**src/verilog/cache_mem_pkg.sv**
```systemverilog
// Shared definitions for the cache storage block.
// Holds the per-cycle operation encoding, the default geometry and the
// width helpers that every module uses to size its ports.
// Modules pull it in with a wildcard import in their header.

`default_nettype none

package cache_mem_pkg;

  //////////////////////////////////////////////////////////////////////
  // operation sampled in a cycle
  typedef enum logic [2:0] {
    op_idle   = 3'd0,
    op_lookup = 3'd1,
    op_fill   = 3'd2,
    op_store  = 3'd3,
    op_evict  = 3'd4,
    op_flush  = 3'd5
  } cache_op_e;

  //////////////////////////////////////////////////////////////////////
  // default geometry, overridden from the top
  localparam int CACHE_XLEN       = 32;   // core word
  localparam int CACHE_PLEN       = 34;   // physical address
  localparam int CACHE_BLOCK_BITS = 128;  // one line
  localparam int CACHE_WAYS       = 2;
  localparam int CACHE_SETS       = 16;

  //////////////////////////////////////////////////////////////////////
  // width helpers
  function automatic int idx_bits(input int sets);
    return $clog2(sets);
  endfunction

  // byte offset inside a line
  function automatic int offs_bits(input int block_bits);
    return $clog2(block_bits / 8);
  endfunction

  // word select inside a line, never zero wide
  function automatic int word_offs_bits(input int xlen, input int block_bits);
    return (block_bits > xlen) ? $clog2(block_bits / xlen) : 1;
  endfunction

  function automatic int tag_bits(input int plen, input int sets, input int block_bits);
    return plen - idx_bits(sets) - offs_bits(block_bits);
  endfunction

endpackage

`default_nettype wire

```
**src/verilog/cache_sram_1rw.sv**
```systemverilog
// Single-port synchronous RAM, one per way for the tag and data arrays.
// Read-first: dout_o shows the old word one cycle after the address,
// also in a write cycle. Writes are masked per byte by be_i.

`default_nettype none

module cache_sram_1rw #(
  parameter  int ABITS = 4,
  parameter  int DBITS = 32,
  localparam int BBITS = (DBITS + 7) / 8   // last byte may be partial
) (
  input  wire logic             clk_i,
  input  wire logic [ABITS-1:0] addr_i,
  input  wire logic             we_i,
  input  wire logic [BBITS-1:0] be_i,
  input  wire logic [DBITS-1:0] din_i,
  output logic      [DBITS-1:0] dout_o
);

  logic [DBITS-1:0] mem [2**ABITS];  // no reset, contents undefined at start

  always_ff @(posedge clk_i)
  begin
    if (we_i)
    begin
      // bit loop so a partial top byte needs no special case
      for (int i = 0; i < DBITS; i++)
      begin
        if (be_i[i/8]) mem[addr_i][i] <= din_i[i];
      end
    end
    dout_o <= mem[addr_i];  // old data, read-first
  end

  //////////////////////////////////////////////////////////////////////
  // a write to an unknown address would corrupt the whole array
  a_wr_addr_known : assert property (
    @(posedge clk_i) we_i |-> !$isunknown(addr_i)
  ) else $error("sram write with unknown address %h", addr_i);

endmodule

`default_nettype wire

```
**src/verilog/cache_data_array.sv**
```systemverilog
// Data side of the cache storage block.
// One line-wide RAM per way, written by a line fill or a byte-masked
// store word. The hit vector from the tag side selects the lookup line
// and a delayed one-hot way selects the eviction line.

`default_nettype none

module cache_data_array
  import cache_mem_pkg::*;
#(
  parameter  int XLEN       = CACHE_XLEN,
  parameter  int BLOCK_BITS = CACHE_BLOCK_BITS,
  parameter  int WAYS       = CACHE_WAYS,
  parameter  int SETS       = CACHE_SETS,
  localparam int IDX        = idx_bits(SETS),
  localparam int BLK_BE     = BLOCK_BITS / 8
) (
  input  wire logic                  clk_i,
  input  wire logic                  rst_ni,
  input  wire cache_op_e             op_q_i,
  input  wire logic [IDX-1:0]        idx_i,
  input  wire logic [WAYS-1:0]       dat_we_i,
  input  wire logic [BLK_BE-1:0]     blk_be_i,
  input  wire logic                  fill_i,
  input  wire logic [BLOCK_BITS-1:0] fill_line_i,
  input  wire logic [XLEN-1:0]       store_data_i,
  input  wire logic [WAYS-1:0]       way_hit_i,     // stage 1
  input  wire logic [WAYS-1:0]       evict_way_i,   // one-hot
  output logic      [BLOCK_BITS-1:0] line_o,
  output logic      [BLOCK_BITS-1:0] evict_line_o
);

  logic [BLOCK_BITS-1:0] dat_in;
  logic [BLOCK_BITS-1:0] dat_dout [WAYS];
  logic [WAYS-1:0]       evict_way_q;
  logic [BLOCK_BITS-1:0] hit_line;    // zero on a miss
  logic [BLOCK_BITS-1:0] evict_line;

  // store word copied into every slot, byte enables pick the one
  assign dat_in = fill_i ? fill_line_i : {(BLOCK_BITS/XLEN){store_data_i}};

  for (genvar w = 0; w < WAYS; w++)
  begin : g_way
    cache_sram_1rw #(
      .ABITS  (IDX),
      .DBITS  (BLOCK_BITS)
    ) u_dat_ram (
      .clk_i  (clk_i),
      .addr_i (idx_i),
      .we_i   (dat_we_i[w]),
      .be_i   (blk_be_i),
      .din_i  (dat_in),
      .dout_o (dat_dout[w])
    );
  end

  // way select for the evict line, aligned with ram output
  always_ff @(posedge clk_i or negedge rst_ni)
  begin
    if (!rst_ni) evict_way_q <= '0;
    else         evict_way_q <= evict_way_i;
  end

  //////////////////////////////////////////////////////////////////////
  // and/or muxes, stage 1
  always_comb
  begin
    hit_line   = '0;
    evict_line = '0;
    for (int w = 0; w < WAYS; w++)
    begin
      hit_line   |= dat_dout[w] & {BLOCK_BITS{way_hit_i[w]}};
      evict_line |= dat_dout[w] & {BLOCK_BITS{evict_way_q[w]}};
    end
  end

  // output registers, loaded only by their own op
  always_ff @(posedge clk_i)
  begin
    if (op_q_i == op_lookup) line_o       <= hit_line;
    if (op_q_i == op_evict)  evict_line_o <= evict_line;
  end

endmodule

`default_nettype wire

```
**config.mk**
```make
export PLATFORM = sky130hd
export DESIGN_NAME = cache_data_array
export DESIGN_NICKNAME = d
export VERILOG_FILES = /design/src/verilog/cache_mem_pkg.sv /design/src/verilog/cache_sram_1rw.sv /design/src/verilog/cache_data_array.sv
export SDC_FILE = /design/constraint.sdc
export NUM_CORES = 2
export LEC_CHECK = 0
export BUFFER_PORTS_ARGS = -buffer_cell sky130_fd_sc_hd__clkbuf_2
export CAP_MARGIN = 5
export CORE_UTILIZATION = 52
export DETAILED_ROUTE_END_ITERATION = 8
export PLACE_DENSITY = 0.68
export SYNTH_ARGS = -nofsm -noshare
export SYNTH_HDL_FRONTEND = slang
export SYNTH_SLANG_ARGS = --single-unit
```
**constraint.sdc**
```tcl
create_clock -name clk_i -period 1.4 [get_ports clk_i]
set_input_delay 0.28 -clock clk_i [delete_from_list [all_inputs] [get_ports clk_i]]
set_output_delay 0.28 -clock clk_i [all_outputs]
set_load 0.005 [all_outputs]
```
==> flow_summary.toml <==
[yosys]
yosys_register_bits = 4610
yosysMostFrequentCell = "edfxtp_1"
synth.top_cells.by_area = "edfxtp_1 76%, mux4_2 13%, dfxtp_1 3.0%"
syn-cell-area_sq_mm = 0.172
yosysUniqueCellTypes = 19
ys_warn_count = 0
synth_top_area_share = 0.761
ys_async_sr_fraction = 0.000434
netlist_top_cells_count = "4352 x edfxtp_1, 1024 x mux4_2, 556 x nand2_1"
synthCells = 8018
yosysTopAreaCell = "edfxtp_1"
seq_area_frac_synth = 0.792
syn_avg_cell_area_sq_um = 21.4
synth_edf_count = 4352
yosys_most_used_dff = "edfxtp_1"
syn-num-nets = 8210

[setup_path]
worst_path_max_delay_cell = "edfxtp_1"
crit_chain = "clkbuf_2"
crit_family = "flip-flops"
critPathMaxFanout = 1
r2r_cells = 4
crit_buf_inv = 1
critPathMaxStageDelay_ns = 0.52
worst_setup_path_end_kind = "primary output"
reg2reg_slack_ns = -0.23
r2r-start = "evict_way_q[0]"
worstSetupPathType = "flip-flop to primary output"
required_ns = 1.12
cp.arrival_ns = 1.65
reg2reg_to = "evict_line_o[71]"
critPathLaunchType = "flip-flop"
path_depth = 1

[global_route]
grt_max_degree = 65
grtUsageMet3 = 0.0455
track_usage = 0.278
grt_remaining_overflow = 0
grt_pass1_wl_mm = 654
busiest_layer = "met2"
antenna_found_initial = 28
grt_pass1_vias = 90721
grt_use_met1 = 0.371
grtUsageMet2 = 0.452

[power_and_ir_drop]
peakVddDrop_mv = 1.18
power_leakage_nw = 69.9
p_per_area_mw_per_mm2 = 1420

[timing]
slew_violations = 0
fin_crit_sh = 1.38
setup_viol = 386
period_minus_slack_ns = 1.93
finClkSkew_ns = 0.0679
fmax_ghz = 0.519
finalHoldViolCount = 0
worst_slack_ns = -0.526
slew-limit-headroom = 0.366
tightestPinTransition_ns = 0.947
rsz0062_at_grt = "yes"

[clock_network]
numCtsBuffers = 446
clkLatencyLatePin_ns = 1.01
cts_tree = "built"
cts.sinks = 4610
clkTransAtPathRegs_ns = 0.07
clock_path_buffers = 4
htree_levels = 5
cts-root-buf = "clkbuf_16"

[die]
coreArea_sq_mm = 0.328
die_x_microns = 577
rows = 210
initial_core_util = 0.523
fp.dieH_microns = 577
dieArea_sq_mm = 0.332
io_pins = 448

[worst_hold_path]
worstHoldPathType = "primary input to flip-flop"
whs_endpoint = "g_way[0].u_dat_ram.mem[15][86]"
worst_hold_startpoint = "fill_line_i[86]"
holdPathStages = 4

[outcome]
status = "complete, but fails checks"
violations = "setup timing"

[detailed_routing]
vias = 89363
postRouteWirelength_mm = 464
drc = 0
first_iter_violations = 11114
detail-route-antenna-nets = 0
viasPerCell = 6.12
drt-pass1-iter-count = 6
wl_per_cell_microns = 31.8

[placed_design]
hpwl_mm = 302
dp_cells = 13556
place_ws_ns = -0.887
numPortBuffers = 447
gp_congestion = 0.838

[run]
maxCapViolCount = 0

[final_layout]
fin_cells = 14594
nets = 10016
area_growth_pct = 22.6
final_util = 0.642
drive_above_1_share = 0.369
[cells in the final DEF (no fill, tap or decap), types with 9 or more instances in the layout]
| master | instances |
|---|---|
| mux4_2 | 1024 |
| clkinvlp_4 | 21 |
| bufinv_16 | 47 |
| buf_4 | 849 |
| clkbuf_1 | 80 |
| a22oi_2 | 154 |
| nand2b_1 | 24 |
| clkinv_4 | 9 |
| clkinv_1 | 55 |
| nand2_2 | 23 |
| clkbuf_8 | 39 |
| clkbuf_2 | 438 |
| nand2_4 | 12 |
| buf_16 | 13 |
| a22o_1 | 248 |
| clkinv_2 | 118 |
| edfxtp_1 | 4352 |
| buf_12 | 397 |
| a22oi_1 | 358 |
| nor2_4 | 106 |
| diode_2 | 29 |
| nor2_1 | 408 |
| dfxtp_1 | 256 |
| clkbuf_16 | 455 |
| nand2_1 | 519 |
| dlygate4sd3_1 | 143 |
[state kept, by name, indices dropped and copies added, names as in the netlist]
name and cells:
evict_line_o 128, g_way.u_dat_ram.dout_o 256, g_way.u_dat_ram.mem 4096, line_o 128
evict_way_q 2
[final cells by class]
class                   count  area [sq um]
flip-flops and latches   4610        136000
fillers                 21318        118000
multi-input cells        2905         35400
repair buffers           1861         18600
clock buffers             567         12100
well taps                4346          5440
clock inverters           276          2950
diodes                     29          72.6
[power breakdown]
group	total (mW)	leakage (nW)	internal [mW]	switching [mW]
combinational	20.5	22.3	8.60	11.9
sequential	156	40.2	155	1.68
clock	122	7.37	69.9	51.9
total	299	69.9	233	65.5
[worst reg2reg max path, stage by stage, from the launching register on]
cell	delay, ns
dfrtp_4	0.53
buf_16	0.19
buf_12	0.32
buf_16	0.15
a22o_1	0.20
[worst max-delay path by stage]
stage | start | endpoint | slack (ns)
after global routing | evict_line_o[72] | evict_line_o[72] | -0.55
after global placement | idx_i[0] | g_way[1].u_dat_ram.mem[13][63] | -0.90
final | line_o[72] | line_o[72] | -0.53
after floorplan | op_q_i[2] | evict_line_o[0] | -2.58
after detailed placement | idx_i[0] | g_way[1].u_dat_ram.mem[13][62] | -0.89
after CTS | line_o[72] | line_o[72] | -0.58
[routing by layer]
layer	routed length, microns	part of all wire	vias up
met4	23900	0.051	18
li1	-	-	36901
met1	170000	0.37	46980
met3	41000	0.088	788
met5	113	0.00024	-
met2	229000	0.49	4676
[metrics by stage]
step / area (sq um) / power (mW) / setup TNS, ns / hold WS, ns
after floorplan: 173000 / 168 / -4587.05 / -0.0156
after global placement: 192000 / 178 / -3491.12 / 0.0643
after detailed placement: 192000 / 179 / -3709.32 / 0.0700
after CTS: 210000 / 300 / -114.44 / 0.000291
after global routing: 210000 / 306 / -115.64 / 0.0258
final: 210000 / 299 / -104.15 / 0.0300
[timing repair]
item                                   in CTS  in global routing
hold buffers                              144                  0
buffers inserted                            7                 12
pin swaps                                  28                 49
gates resized for setup                   151                102
endpoints found under the hold margin    3771                  0
gates cloned                                9                  6
setup endpoints to repair                 410                474
[logic make-up (layout without fill, tap and decap cells)]
group,after synthesis,after routing,synth area share
AOI/OAI and AO/OA,768,768,0.0355
buffers and inverters,503,2704,0.0137
DFF,4610,4610,0.792
muxes,1024,1024,0.134
other,0,29,0
and+or+nand+nor,1113,1113,0.0250
(Power assumes the default switching activity.)
