[src/verilog/cache_mem_pkg.sv]
// Shared definitions for the cache storage block.
// Holds the per-cycle operation encoding, the default geometry and the
// width helpers that every module uses to size its ports.
// Modules pull it in with a wildcard import in their header.

`default_nettype none

package cache_mem_pkg;

  //////////////////////////////////////////////////////////////////////
  // operation sampled in a cycle
  typedef enum logic [2:0] {
    op_idle   = 3'd0,
    op_lookup = 3'd1,
    op_fill   = 3'd2,
    op_store  = 3'd3,
    op_evict  = 3'd4,
    op_flush  = 3'd5
  } cache_op_e;

  //////////////////////////////////////////////////////////////////////
  // default geometry, overridden from the top
  localparam int CACHE_XLEN       = 32;   // core word
  localparam int CACHE_PLEN       = 34;   // physical address
  localparam int CACHE_BLOCK_BITS = 128;  // one line
  localparam int CACHE_WAYS       = 2;
  localparam int CACHE_SETS       = 16;

  //////////////////////////////////////////////////////////////////////
  // width helpers
  function automatic int idx_bits(input int sets);
    return $clog2(sets);
  endfunction

  // byte offset inside a line
  function automatic int offs_bits(input int block_bits);
    return $clog2(block_bits / 8);
  endfunction

  // word select inside a line, never zero wide
  function automatic int word_offs_bits(input int xlen, input int block_bits);
    return (block_bits > xlen) ? $clog2(block_bits / xlen) : 1;
  endfunction

  function automatic int tag_bits(input int plen, input int sets, input int block_bits);
    return plen - idx_bits(sets) - offs_bits(block_bits);
  endfunction

endpackage

`default_nettype wire

[src/verilog/cache_access_ctrl.sv]
// Access control for the cache storage block.
// Turns the one-hot command pulses into an operation code, picks the
// array index, forms per-way write enables and the line byte enables,
// and holds the stage-1 copy of op and index for the arrays.

`default_nettype none

module cache_access_ctrl
  import cache_mem_pkg::*;
#(
  parameter  int XLEN       = CACHE_XLEN,
  parameter  int BLOCK_BITS = CACHE_BLOCK_BITS,
  parameter  int WAYS       = CACHE_WAYS,
  parameter  int SETS       = CACHE_SETS,
  localparam int IDX        = idx_bits(SETS),
  localparam int WOFFS      = word_offs_bits(XLEN, BLOCK_BITS),
  localparam int BLK_BE     = BLOCK_BITS / 8,
  localparam int WRD_BE     = XLEN / 8
) (
  input  wire logic              clk_i,
  input  wire logic              rst_ni,
  input  wire logic              lookup_i,
  input  wire logic              fill_i,
  input  wire logic              store_i,
  input  wire logic              evict_i,
  input  wire logic              flush_i,
  input  wire logic [IDX-1:0]    lookup_idx_i,
  input  wire logic [IDX-1:0]    fill_idx_i,
  input  wire logic [IDX-1:0]    store_idx_i,
  input  wire logic [IDX-1:0]    evict_idx_i,
  input  wire logic [WAYS-1:0]   fill_way_i,     // one-hot
  input  wire logic [WAYS-1:0]   store_ways_i,   // hit ways of the store
  input  wire logic [WOFFS-1:0]  store_offs_i,   // word within line
  input  wire logic [WRD_BE-1:0] store_be_i,
  output cache_op_e              op_o,           // this cycle
  output cache_op_e              op_q_o,         // stage 1
  output logic      [IDX-1:0]    idx_o,          // ram address
  output logic      [IDX-1:0]    idx_q_o,        // stage 1
  output logic      [WAYS-1:0]   tag_we_o,
  output logic      [WAYS-1:0]   dat_we_o,
  output logic      [WAYS-1:0]   dirty_we_o,
  output logic      [BLK_BE-1:0] blk_be_o
);

  logic [BLK_BE-1:0] store_blk_be;  // word enables moved to their slot

  //////////////////////////////////////////////////////////////////////
  // command decode and index select
  always_comb
  begin
    op_o  = op_idle;
    idx_o = lookup_idx_i;        // flush and idle do not care
    if (fill_i)
    begin
      op_o  = op_fill;
      idx_o = fill_idx_i;
    end
    else if (store_i)
    begin
      op_o  = op_store;
      idx_o = store_idx_i;
    end
    else if (evict_i)
    begin
      op_o  = op_evict;
      idx_o = evict_idx_i;
    end
    else if (flush_i) op_o = op_flush;
    else if (lookup_i) op_o = op_lookup;
  end

  // write enables, fill uses its way, store the ways that hit
  assign tag_we_o   = fill_i ? fill_way_i : '0;
  assign dat_we_o   = fill_i ? fill_way_i : (store_i ? store_ways_i : '0);
  assign dirty_we_o = dat_we_o;  // both write kinds update dirty

  // byte enables, store word placed at its offset, fill writes all
  assign store_blk_be = BLK_BE'(store_be_i) << (store_offs_i * WRD_BE);
  assign blk_be_o     = fill_i ? '1 : store_blk_be;

  //////////////////////////////////////////////////////////////////////
  // stage 1 register
  always_ff @(posedge clk_i or negedge rst_ni)
  begin
    if (!rst_ni)
    begin
      op_q_o  <= op_idle;
      idx_q_o <= '0;
    end
    else
    begin
      op_q_o  <= op_o;
      idx_q_o <= idx_o;
    end
  end

  // the priority chain above relies on this
  a_one_cmd : assert property (
    @(posedge clk_i) disable iff (!rst_ni)
    $onehot0({lookup_i, fill_i, store_i, evict_i, flush_i})
  ) else $error("more than one command in a cycle");

endmodule

`default_nettype wire

[config.mk]
export PLATFORM = sky130hd
export DESIGN_NAME = cache_access_ctrl
export DESIGN_NICKNAME = d
export VERILOG_FILES = /design/src/verilog/cache_mem_pkg.sv /design/src/verilog/cache_access_ctrl.sv
export SDC_FILE = /design/constraint.sdc
export NUM_CORES = 1
export LEC_CHECK = 0
export BUFFER_PORTS_ARGS = -buffer_cell sky130_fd_sc_hd__buf_2
export CAP_MARGIN = 20
export CORE_ASPECT_RATIO = 1.1
export CORE_MARGIN = 2
export CORE_UTILIZATION = 32
export CTS_CLUSTER_DIAMETER = 40
export DETAILED_ROUTE_END_ITERATION = 8
export PLACE_DENSITY = 0.77
export SKIP_CTS_REPAIR_TIMING = 1
export SYNTH_ARGS = -nofsm -noshare
export SYNTH_HDL_FRONTEND = slang
export SYNTH_SLANG_ARGS = --single-unit
[constraint.sdc]
create_clock -name clk_i -period 0.8 [get_ports clk_i]
set_clock_uncertainty 0.05 [all_clocks]
set_input_delay 0.04 -clock clk_i [delete_from_list [all_inputs] [get_ports clk_i]]
set_output_delay 0.04 -clock clk_i [all_outputs]
set_load 0.005 [all_outputs]
==> run summary, run 1 <==
Critical Path Sink Type = primary output
required time of the critical path = 0.71 ns
final worst slack = -0.0433 ns
failing checks = negative hold slack, negative setup slack
Setup WS pre-CTS = -0.172 ns
final hold vios = 1
core area = 1740 um2
post-synth top area share = 0.302
TritonRoute pass-1 iters = 4
startpoint types = input port
clock share of power = 0.255
Final setup viols = 11
Net Sw Frac = 0.296
post-layout min period = 0.843 ns
CP max FO = 7
Post-Synthesis Net Count = 92
# IOs = 69
max_slew headroom = 0.767
total of max-cap violations = 0
register area share after synthesis = 0.302
Ant. Diodes = 0
cell internal pwr = 866 uW
Sequential Power Share = 0.316
Die W = 44.6 um
H-tree Lvls = 1
Syn Std Cell Area = 579 um2
WHS = -0.00676 ns
Placer Congestion = 0.737
GR Overflow Total = 0
GRT Resource Usage Total = 0.159
post-synth cell types = 19
DR WL met2 = 1040 um
worst hold path class = input port to flop
DRC errors left = 0
fillcell total = 140
Initial Util = 0.333
nets = 169
largest net degree at the start of global routing = 17
Metal-1 WL = 664 um
CTS clk-pin slew, worst paths = 0.05 ns
vias in the first global route = 677
part of the power in combinational logic = 0.429
P&R area growth vs syn = 91.8%
WL final = 1940 um
number of synthesis warnings = 0
initial antenna violation count = 0
Synth area leader = dfrtp_1
Routed Antenna Nets = 0
DR iter-0 viols = 8
CTS tree = built
worst-margin pin slew = 0.349 ns
Final Max Slew Viols = 0
vias per inst = 4.82
Sink Count = 7
first-pass GRT wire length = 2700 um
area of the multi-input gates = 404 um2
post-route insts no fill = 153
Die Y = 48.6 um
die area = 2170 um2
leakage power = 0.000634 uW
unrepaired setup endpoints after global routing = yes
P_sw = 364 uW
placed cells = 143
CTS root buf = clkbuf_4
Clock Path Buffers = 2
most frequent cells in the layout = buf_2 (65), a21o_1 (10), dfrtp_1 (7)
share of post-route cells with drive strength above 1 = 0.748
via count = 738
Max Freq = 1190 MHz
port buffer count = 68
DP Wirelength = 1440 um
flops & latches, synth = 7
power per cell area = 1110 nW/um2
TritonCTS Buffers = 3
Synth area leaders = dfrtp_1 (30%), a21o_1 (13%), mux2i_1 (6.9%)
top routing layer in use = met4
Post-Syn Instances = 59
WL/cell = 12.6 um
WL met3 = 215 um
period utilisation layout = 1.05
crit path DAT = 0.75 ns
peak supply drop = 0.000536 V
status = finished with violations
post-synthesis area per instance = 9.82 um2
CP Class = input port to primary output
commonest non-fill, non-tap cell in the layout = buf_2
FF/Latch Area = 175 um2
row count = 16
-- cells in the mapped netlist --
cell	count
nor2b_4	2
and2_1	2
a21oi_1	1
inv_1	3
nor3b_1	4
nor2_1	1
dfrtp_1	7
a31o_2	4
buf_4	4
mux2i_1	4
nor2_4	1
buf_2	2
a221oi_2	1
a21o_1	10
nor2b_1	4
a21o_2	4
o21bai_1	1
a211oi_1	3
o21a_1	1
-- kinds of logic (layout without fill, tap and decap cells) --
logic type,Yosys count,after routing,share of synthesized area
DFF,7,7,0.302
AOI/OAI and AO/OA,25,25,0.350
buffers and inverters,9,85,0.0886
muxes,4,4,0.0691
and+or+nand+nor,14,14,0.190
-- through the flow --
stage,hold WS [ns],setup TNS [ns],cell area [um2],util,power (uW)
floorplan,-0.306,0,579,-,595
global placement,-0.177,-0.699,932,0.535,819
detailed placement,-0.173,-1.00,932,0.535,829
CTS,-0.441,-1.02,960,0.551,1140
global route,0.0316,-0.530,1110,0.638,1300
finish,-0.00676,-0.214,1110,0.638,1230
-- critical path, stage by stage --
cell and delay, ns:
buf_6 0.10, nor2_4 0.06, buf_4 0.13, a211oi_2 0.26, buf_2 0.16
-- final timing paths --
kind | startpoint | end | slack [ns] | cells after the start
min | flush_i | op_q_o[2] | -0.007 | 2
max | store_i | idx_o[1] | -0.04 | 5
min in group asynchronous | rst_ni | idx_q_o[2] | 0.09 | 2
max in group asynchronous | rst_ni | idx_q_o[3] | 0.46 | 2
-- layout make-up --
class | count | share of cell area
repair buffers | 78 | 0.423
flip-flops and latches | 7 | 0.158
multi-input cells | 43 | 0.364
clock buffers | 3 | 0.0203
well taps | 18 | 0.0203
inverters | 3 | 0.0101
clock inverters | 1 | 0.00450
-- power by group through the flow --
stage               Clock, uW  Combinational (uW)  Sequential [uW]
finish                    314                 528              388
CTS                       316                 438              388
floorplan                   0                 196              399
detailed placement          0                 434              394
global placement            0                 426              393
global route              331                 576              391
-- state kept, by name, indices dropped and copies added (netlist names) --
| register | flops |
|---|---|
| idx_q_o | 4 |
| op_q_o | 3 |
-- layer usage --
layer  up-vias  track usage
li1        361            -
met1       323        0.156
met2        52        0.321
met4         0       0.0505
met5         -            0
met3         2       0.0149
Note: power is estimated with default switching activity, not from simulation.
==> run 2, diff against run 1 <==
Settings changed: ABC_CLOCK_PERIOD_IN_PS set to 900, REMOVE_ABC_BUFFERS set to 1.
Clock period 0.8 ns to 0.9 ns, I/O delays scaled along.
==> run 2 against run 1 <==
Against the previous run:
- the run now ends clean
- worst setup slack improved by 0.11 ns
- critical path type unchanged
- first-iteration DRC count fell by 25%
- critical endpoint is now idx_o[3]
- clock power fell by 9.6%
==> run summary, run 2 (synthesis results as in run 1) <==
largest net degree at the start of global routing = 17 (unchanged)
Final setup viols = 0 (-11)
P_sw = 298 uW (-18%)
max_slew headroom = 0.831 (+0.0649)
WL/cell = 11.4 um (-9.5%)
Critical Path Sink Type = primary output
# IOs = 69 (unchanged)
Routed Antenna Nets = 0 (unchanged)
fillcell total = 161 (+15%)
critical path's largest stage delay = 0.22 ns (-0.04 ns)
P&R area growth vs syn = 68.0%
critical-path cell list = buf_4, nor2b_1, a211oi_2, buf_2
GRT Resource Usage Total = 0.136 (-0.0234)
CTS clk-pin slew, worst paths = 0.05 ns (about the same)
most frequent cells in the layout = buf_2 (66), a21o_1 (10), dfrtp_1 (7)
most flop-heavy register = idx_q_o
core area = 1740 um2 (unchanged)
Final TNS setup = 0 ns (+0.214 ns)
crit path DAT = 0.74 ns (about the same)
Max Freq = 1190 MHz
vias in the first global route = 600 (-11%)
FF/Latch Area = 175 um2 (unchanged)
H-tree Lvls = 1 (unchanged)
worst-margin pin slew = 0.252 ns (-0.0971 ns)
status = completed
CP Buf/Inv Count = 2 (-1)
Ant. Diodes = 0 (unchanged)
Sequential Power Share = 0.336 (+0.020)
share of post-route cells with drive strength above 1 = 0.693 (-0.0552)
Sink Count = 7 (unchanged)
Die Y = 48.6 um (unchanged)
area of the multi-input gates = 372 um2 (-8.0%)
Net Sw Frac = 0.292 (-0.00439)
part of the power in combinational logic = 0.385 (-0.044)
DRC errors left = 0 (unchanged)
GR Overflow Total = 0 (unchanged)
total of max-cap violations = 0 (unchanged)
final hold vios = 0 (-1)
CP max-delay cell = a211oi_2
nets = 161 (-4.7%)
power per cell area = 1050 nW/um2 (-5.1%)
leakage power = 0.000569 uW (-10%)
CTS root buf = clkbuf_4
Placer Congestion = 0.812 (+10%)
row count = 16 (unchanged)
peak supply drop = 0.000353 V (-34%)
cell internal pwr = 724 uW (-16%)
Clock Path Buffers = 2 (unchanged)
startpoint types = input port
clock share of power = 0.278 (+0.023)
initial antenna violation count = 0 (unchanged)
required time of the critical path = 0.81 ns (+0.10 ns)
CP max FO = 14 (+7)
TritonCTS Buffers = 3 (unchanged)
WL final = 1660 um (-14%)
TritonRoute pass-1 iters = 4 (unchanged)
CP top delay family = buffers and inverters
CP Class = input port to primary output
DR iter-0 viols = 6 (-2)
final design utilization = 0.559 (-0.0790)
unrepaired setup endpoints after global routing = no
via count = 723 (-2.0%)
worst hold path class = input port to flop
first-pass GRT wire length = 2290 um (-15%)
max reg flops = 4 (unchanged)
commonest non-fill, non-tap cell in the layout = buf_2
Initial Util = 0.333 (unchanged)
CTS tree = built
die area = 2170 um2 (unchanged)
vias per inst = 4.99 (+3.4%)
Top Registers = idx_q_o: 4 flops, op_q_o: 3 flops
port buffer count = 68 (unchanged)
post-layout min period = 0.838 ns
period utilisation layout = 0.931
Die W = 44.6 um (unchanged)
Final Max Slew Viols = 0 (unchanged)
-- run 2: stage by stage --
stage	worst slack (ns)	cells	total power (uW)	instance area, um2	hold WS, ns
floorplan	0.274	53	494	539	-0.301
global placement	0.00674	140	722	910	-0.172
detailed placement	-0.0444	140	724	910	-0.168
CTS	-0.0405	144	1010	936	-0.436
global route	0.0117	145	1070	973	0.0174
finish	0.0624	145	1020	973	0.00297
-- run 2: final cells by class --
cell class                      instances  share of cell area
Tap cell                               18              0.0231
Sequential cell                         7               0.180
Inverter                                3              0.0116
Timing Repair Buffer                   70               0.377
Multi-Input combinational cell         43               0.382
Clock buffer                            4              0.0270
-- run 2: worst paths after layout --
path | slack (ns) | from | depth (start not counted) | to
max | 0.06 | fill_i | 4 | idx_o[3]
min | 0.003 | fill_idx_i[2] | 3 | idx_q_o[2]
max in group asynchronous | 0.55 | rst_ni | 2 | idx_q_o[1]
min in group asynchronous | 0.10 | rst_ni | 2 | idx_q_o[2]
-- run 2: metal layers --
metal / share of wire / GRT usage / vias to the layer above
met5: 0 / 0 / -
met4: 0.015 / 0.0758 / 0
met3: 0.15 / 0.0261 / 4
met2: 0.48 / 0.239 / 57
met1: 0.36 / 0.144 / 316
li1: - / - / 346
-- run 2: power groups by stage --
stage	clock, uW	combinational [uW]	sequential (uW)
after floorplan	0	140	355
after global placement	0	372	349
after detailed placement	0	375	349
after CTS	288	377	345
after global routing	296	431	347
final	284	394	344
==> run 3, diff against run 2 <==
Settings changed: CORE_ASPECT_RATIO 1.1 to not set.
==> run 3 against run 2 <==
Against the previous run:
- utilization up 1.6 points
- largest power group unchanged
- non-clock buffer count stayed put
- sequential share of layout area shrank 0.16 points
- sequential cell count stayed put
- final area rose by 0.90%
- first-iteration DRC count grew 83%
- sequential power barely moved
==> run summary, run 3 (synthesis results as in run 1) <==
Placer Congestion = 0.699 (-14%)
Worst Hold Launch = fill_idx_i[2]
critical path's largest stage delay = 0.22 ns (about the same)
CP max FO = 14 (unchanged)
die area = 2170 um2 (about the same)
H-tree Lvls = 1 (unchanged)
max_slew headroom = 0.811 (-0.0209)
max reg flops = 4 (unchanged)
P_sw = 291 uW (-2.4%)
Net Sw Frac = 0.287 (-0.00484)
total power = 1020 uW (-0.72%)
share of post-route cells with drive strength above 1 = 0.693 (unchanged)
most flop-heavy register = idx_q_o
post-layout min period = 0.841 ns (+0.00338 ns)
startpoint types = input port
DP Wirelength = 1430 um
port buffer count = 68 (unchanged)
CP Class = input port to primary output
cell internal pwr = 724 uW (about the same)
final hold vios = 0 (unchanged)
leakage power = 0.000569 uW (about the same)
first-pass GRT wire length = 2300 um (+0.31%)
clock share of power = 0.272 (-0.006)
CTS tree = built
largest net degree at the start of global routing = 17 (unchanged)
required time of the critical path = 0.81 ns (about the same)
Setup crit start = fill_i
part of the power in combinational logic = 0.389 (+0.004)
initial antenna violation count = 0 (unchanged)
Final setup viols = 0 (unchanged)
power per cell area = 1030 nW/um2 (-1.6%)
status = completed
Clock Path Buffers = 2 (unchanged)
Top Registers = idx_q_o: 4 flops, op_q_o: 3 flops
vias per inst = 4.67 (-6.3%)
CTS clk-pin slew, worst paths = 0.05 ns (about the same)
TritonCTS Buffers = 3 (unchanged)
Sink Count = 7 (unchanged)
Critical Path Sink Type = primary output
CTS root buf = clkbuf_4
Final TNS setup = 0 ns (unchanged)
peak supply drop = 0.000462 V (+31%)
WL/cell = 11.3 um (-0.93%)
vias in the first global route = 611 (+1.8%)
total of max-cap violations = 0 (unchanged)
period utilisation layout = 0.934 (+0.00376)
Final Max Slew Viols = 0 (unchanged)
# IOs = 69 (unchanged)
DRC errors left = 0 (unchanged)
Sequential Power Share = 0.339 (+0.003)
row count = 15 (-1)
CP top delay family = buffers and inverters
commonest non-fill, non-tap cell in the layout = buf_2
crit path DAT = 0.75 ns (about the same)
CP max-delay cell = a211oi_2
Die Y = 46.5 um (-4.3%)
Routed Antenna Nets = 0 (unchanged)
Max Freq = 1190 MHz (-0.40%)
Die W = 46.5 um (+4.4%)
TritonRoute pass-1 iters = 4 (unchanged)
core area = 1710 um2 (-1.9%)
worst-margin pin slew = 0.283 ns (+0.0309 ns)
critical-path cell list = buf_4, nor2b_1, a211oi_2, buf_2
Initial Util = 0.339 (+0.00658)
most frequent cells in the layout = buf_2 (66), a21o_1 (10), dfrtp_1 (7)
worst hold path class = input port to flop
nets = 161 (unchanged)
via count = 710 (-1.8%)
CP Buf/Inv Count = 2 (unchanged)
WL final = 1720 um (+3.9%)
GR Overflow Total = 0 (unchanged)
Ant. Diodes = 0 (unchanged)
DR iter-0 viols = 11 (+5)
GRT Resource Usage Total = 0.148 (+0.0116)
P&R area growth vs syn = 69.5%
[run 3: final cells by class]
cell class / instances / area, um2
tap: 25 / 31.3
clock buffer: 4 / 26.3
sequential: 7 / 175
fill: 162 / 726
multi-input combinational: 43 / 372
inverter: 3 / 11.3
timing repair buffer: 70 / 367
[run 3: power groups by stage]
stage	clock, uW	combinational [uW]	sequential, uW
final	276	395	344
after global routing	309	440	348
after CTS	286	378	345
after detailed placement	0	376	350
after global placement	0	370	349
after floorplan	0	140	355
[run 3: final timing paths]
| kind | to | slack (ns) | depth (start not counted) |
|---|---|---|---|
| setup / recovery | idx_o[3] | 0.06 | 4 |
| hold / removal | idx_q_o[2] | 0.01 | 3 |
| max in group asynchronous | op_q_o[0] | 0.54 | 2 |
| min in group asynchronous | op_q_o[1] | 0.11 | 2 |
[run 3: per-stage QoR]
| stage | utilization | instances | setup WS (ns) | instance area (um2) | hold WS (ns) |
|---|---|---|---|---|---|
| after floorplan | - | 53 | 0.274 | 539 | -0.301 |
| after global placement | 0.538 | 147 | -0.00289 | 918 | -0.172 |
| after detailed placement | 0.538 | 147 | -0.0301 | 918 | -0.168 |
| after CTS | 0.553 | 151 | -0.0292 | 945 | -0.432 |
| after global routing | 0.575 | 152 | -0.00916 | 982 | 0.0197 |
| final | 0.575 | 152 | 0.0590 | 982 | 0.00960 |
[run 3: routing by layer]
metal | GRT usage | vias up | share of wire
li1 | - | 347 | -
met1 | 0.121 | 313 | 0.33
met2 | 0.317 | 50 | 0.54
met3 | 0.0275 | 0 | 0.12
met4 | 0.0686 | 0 | 0
met5 | 0 | - | 0
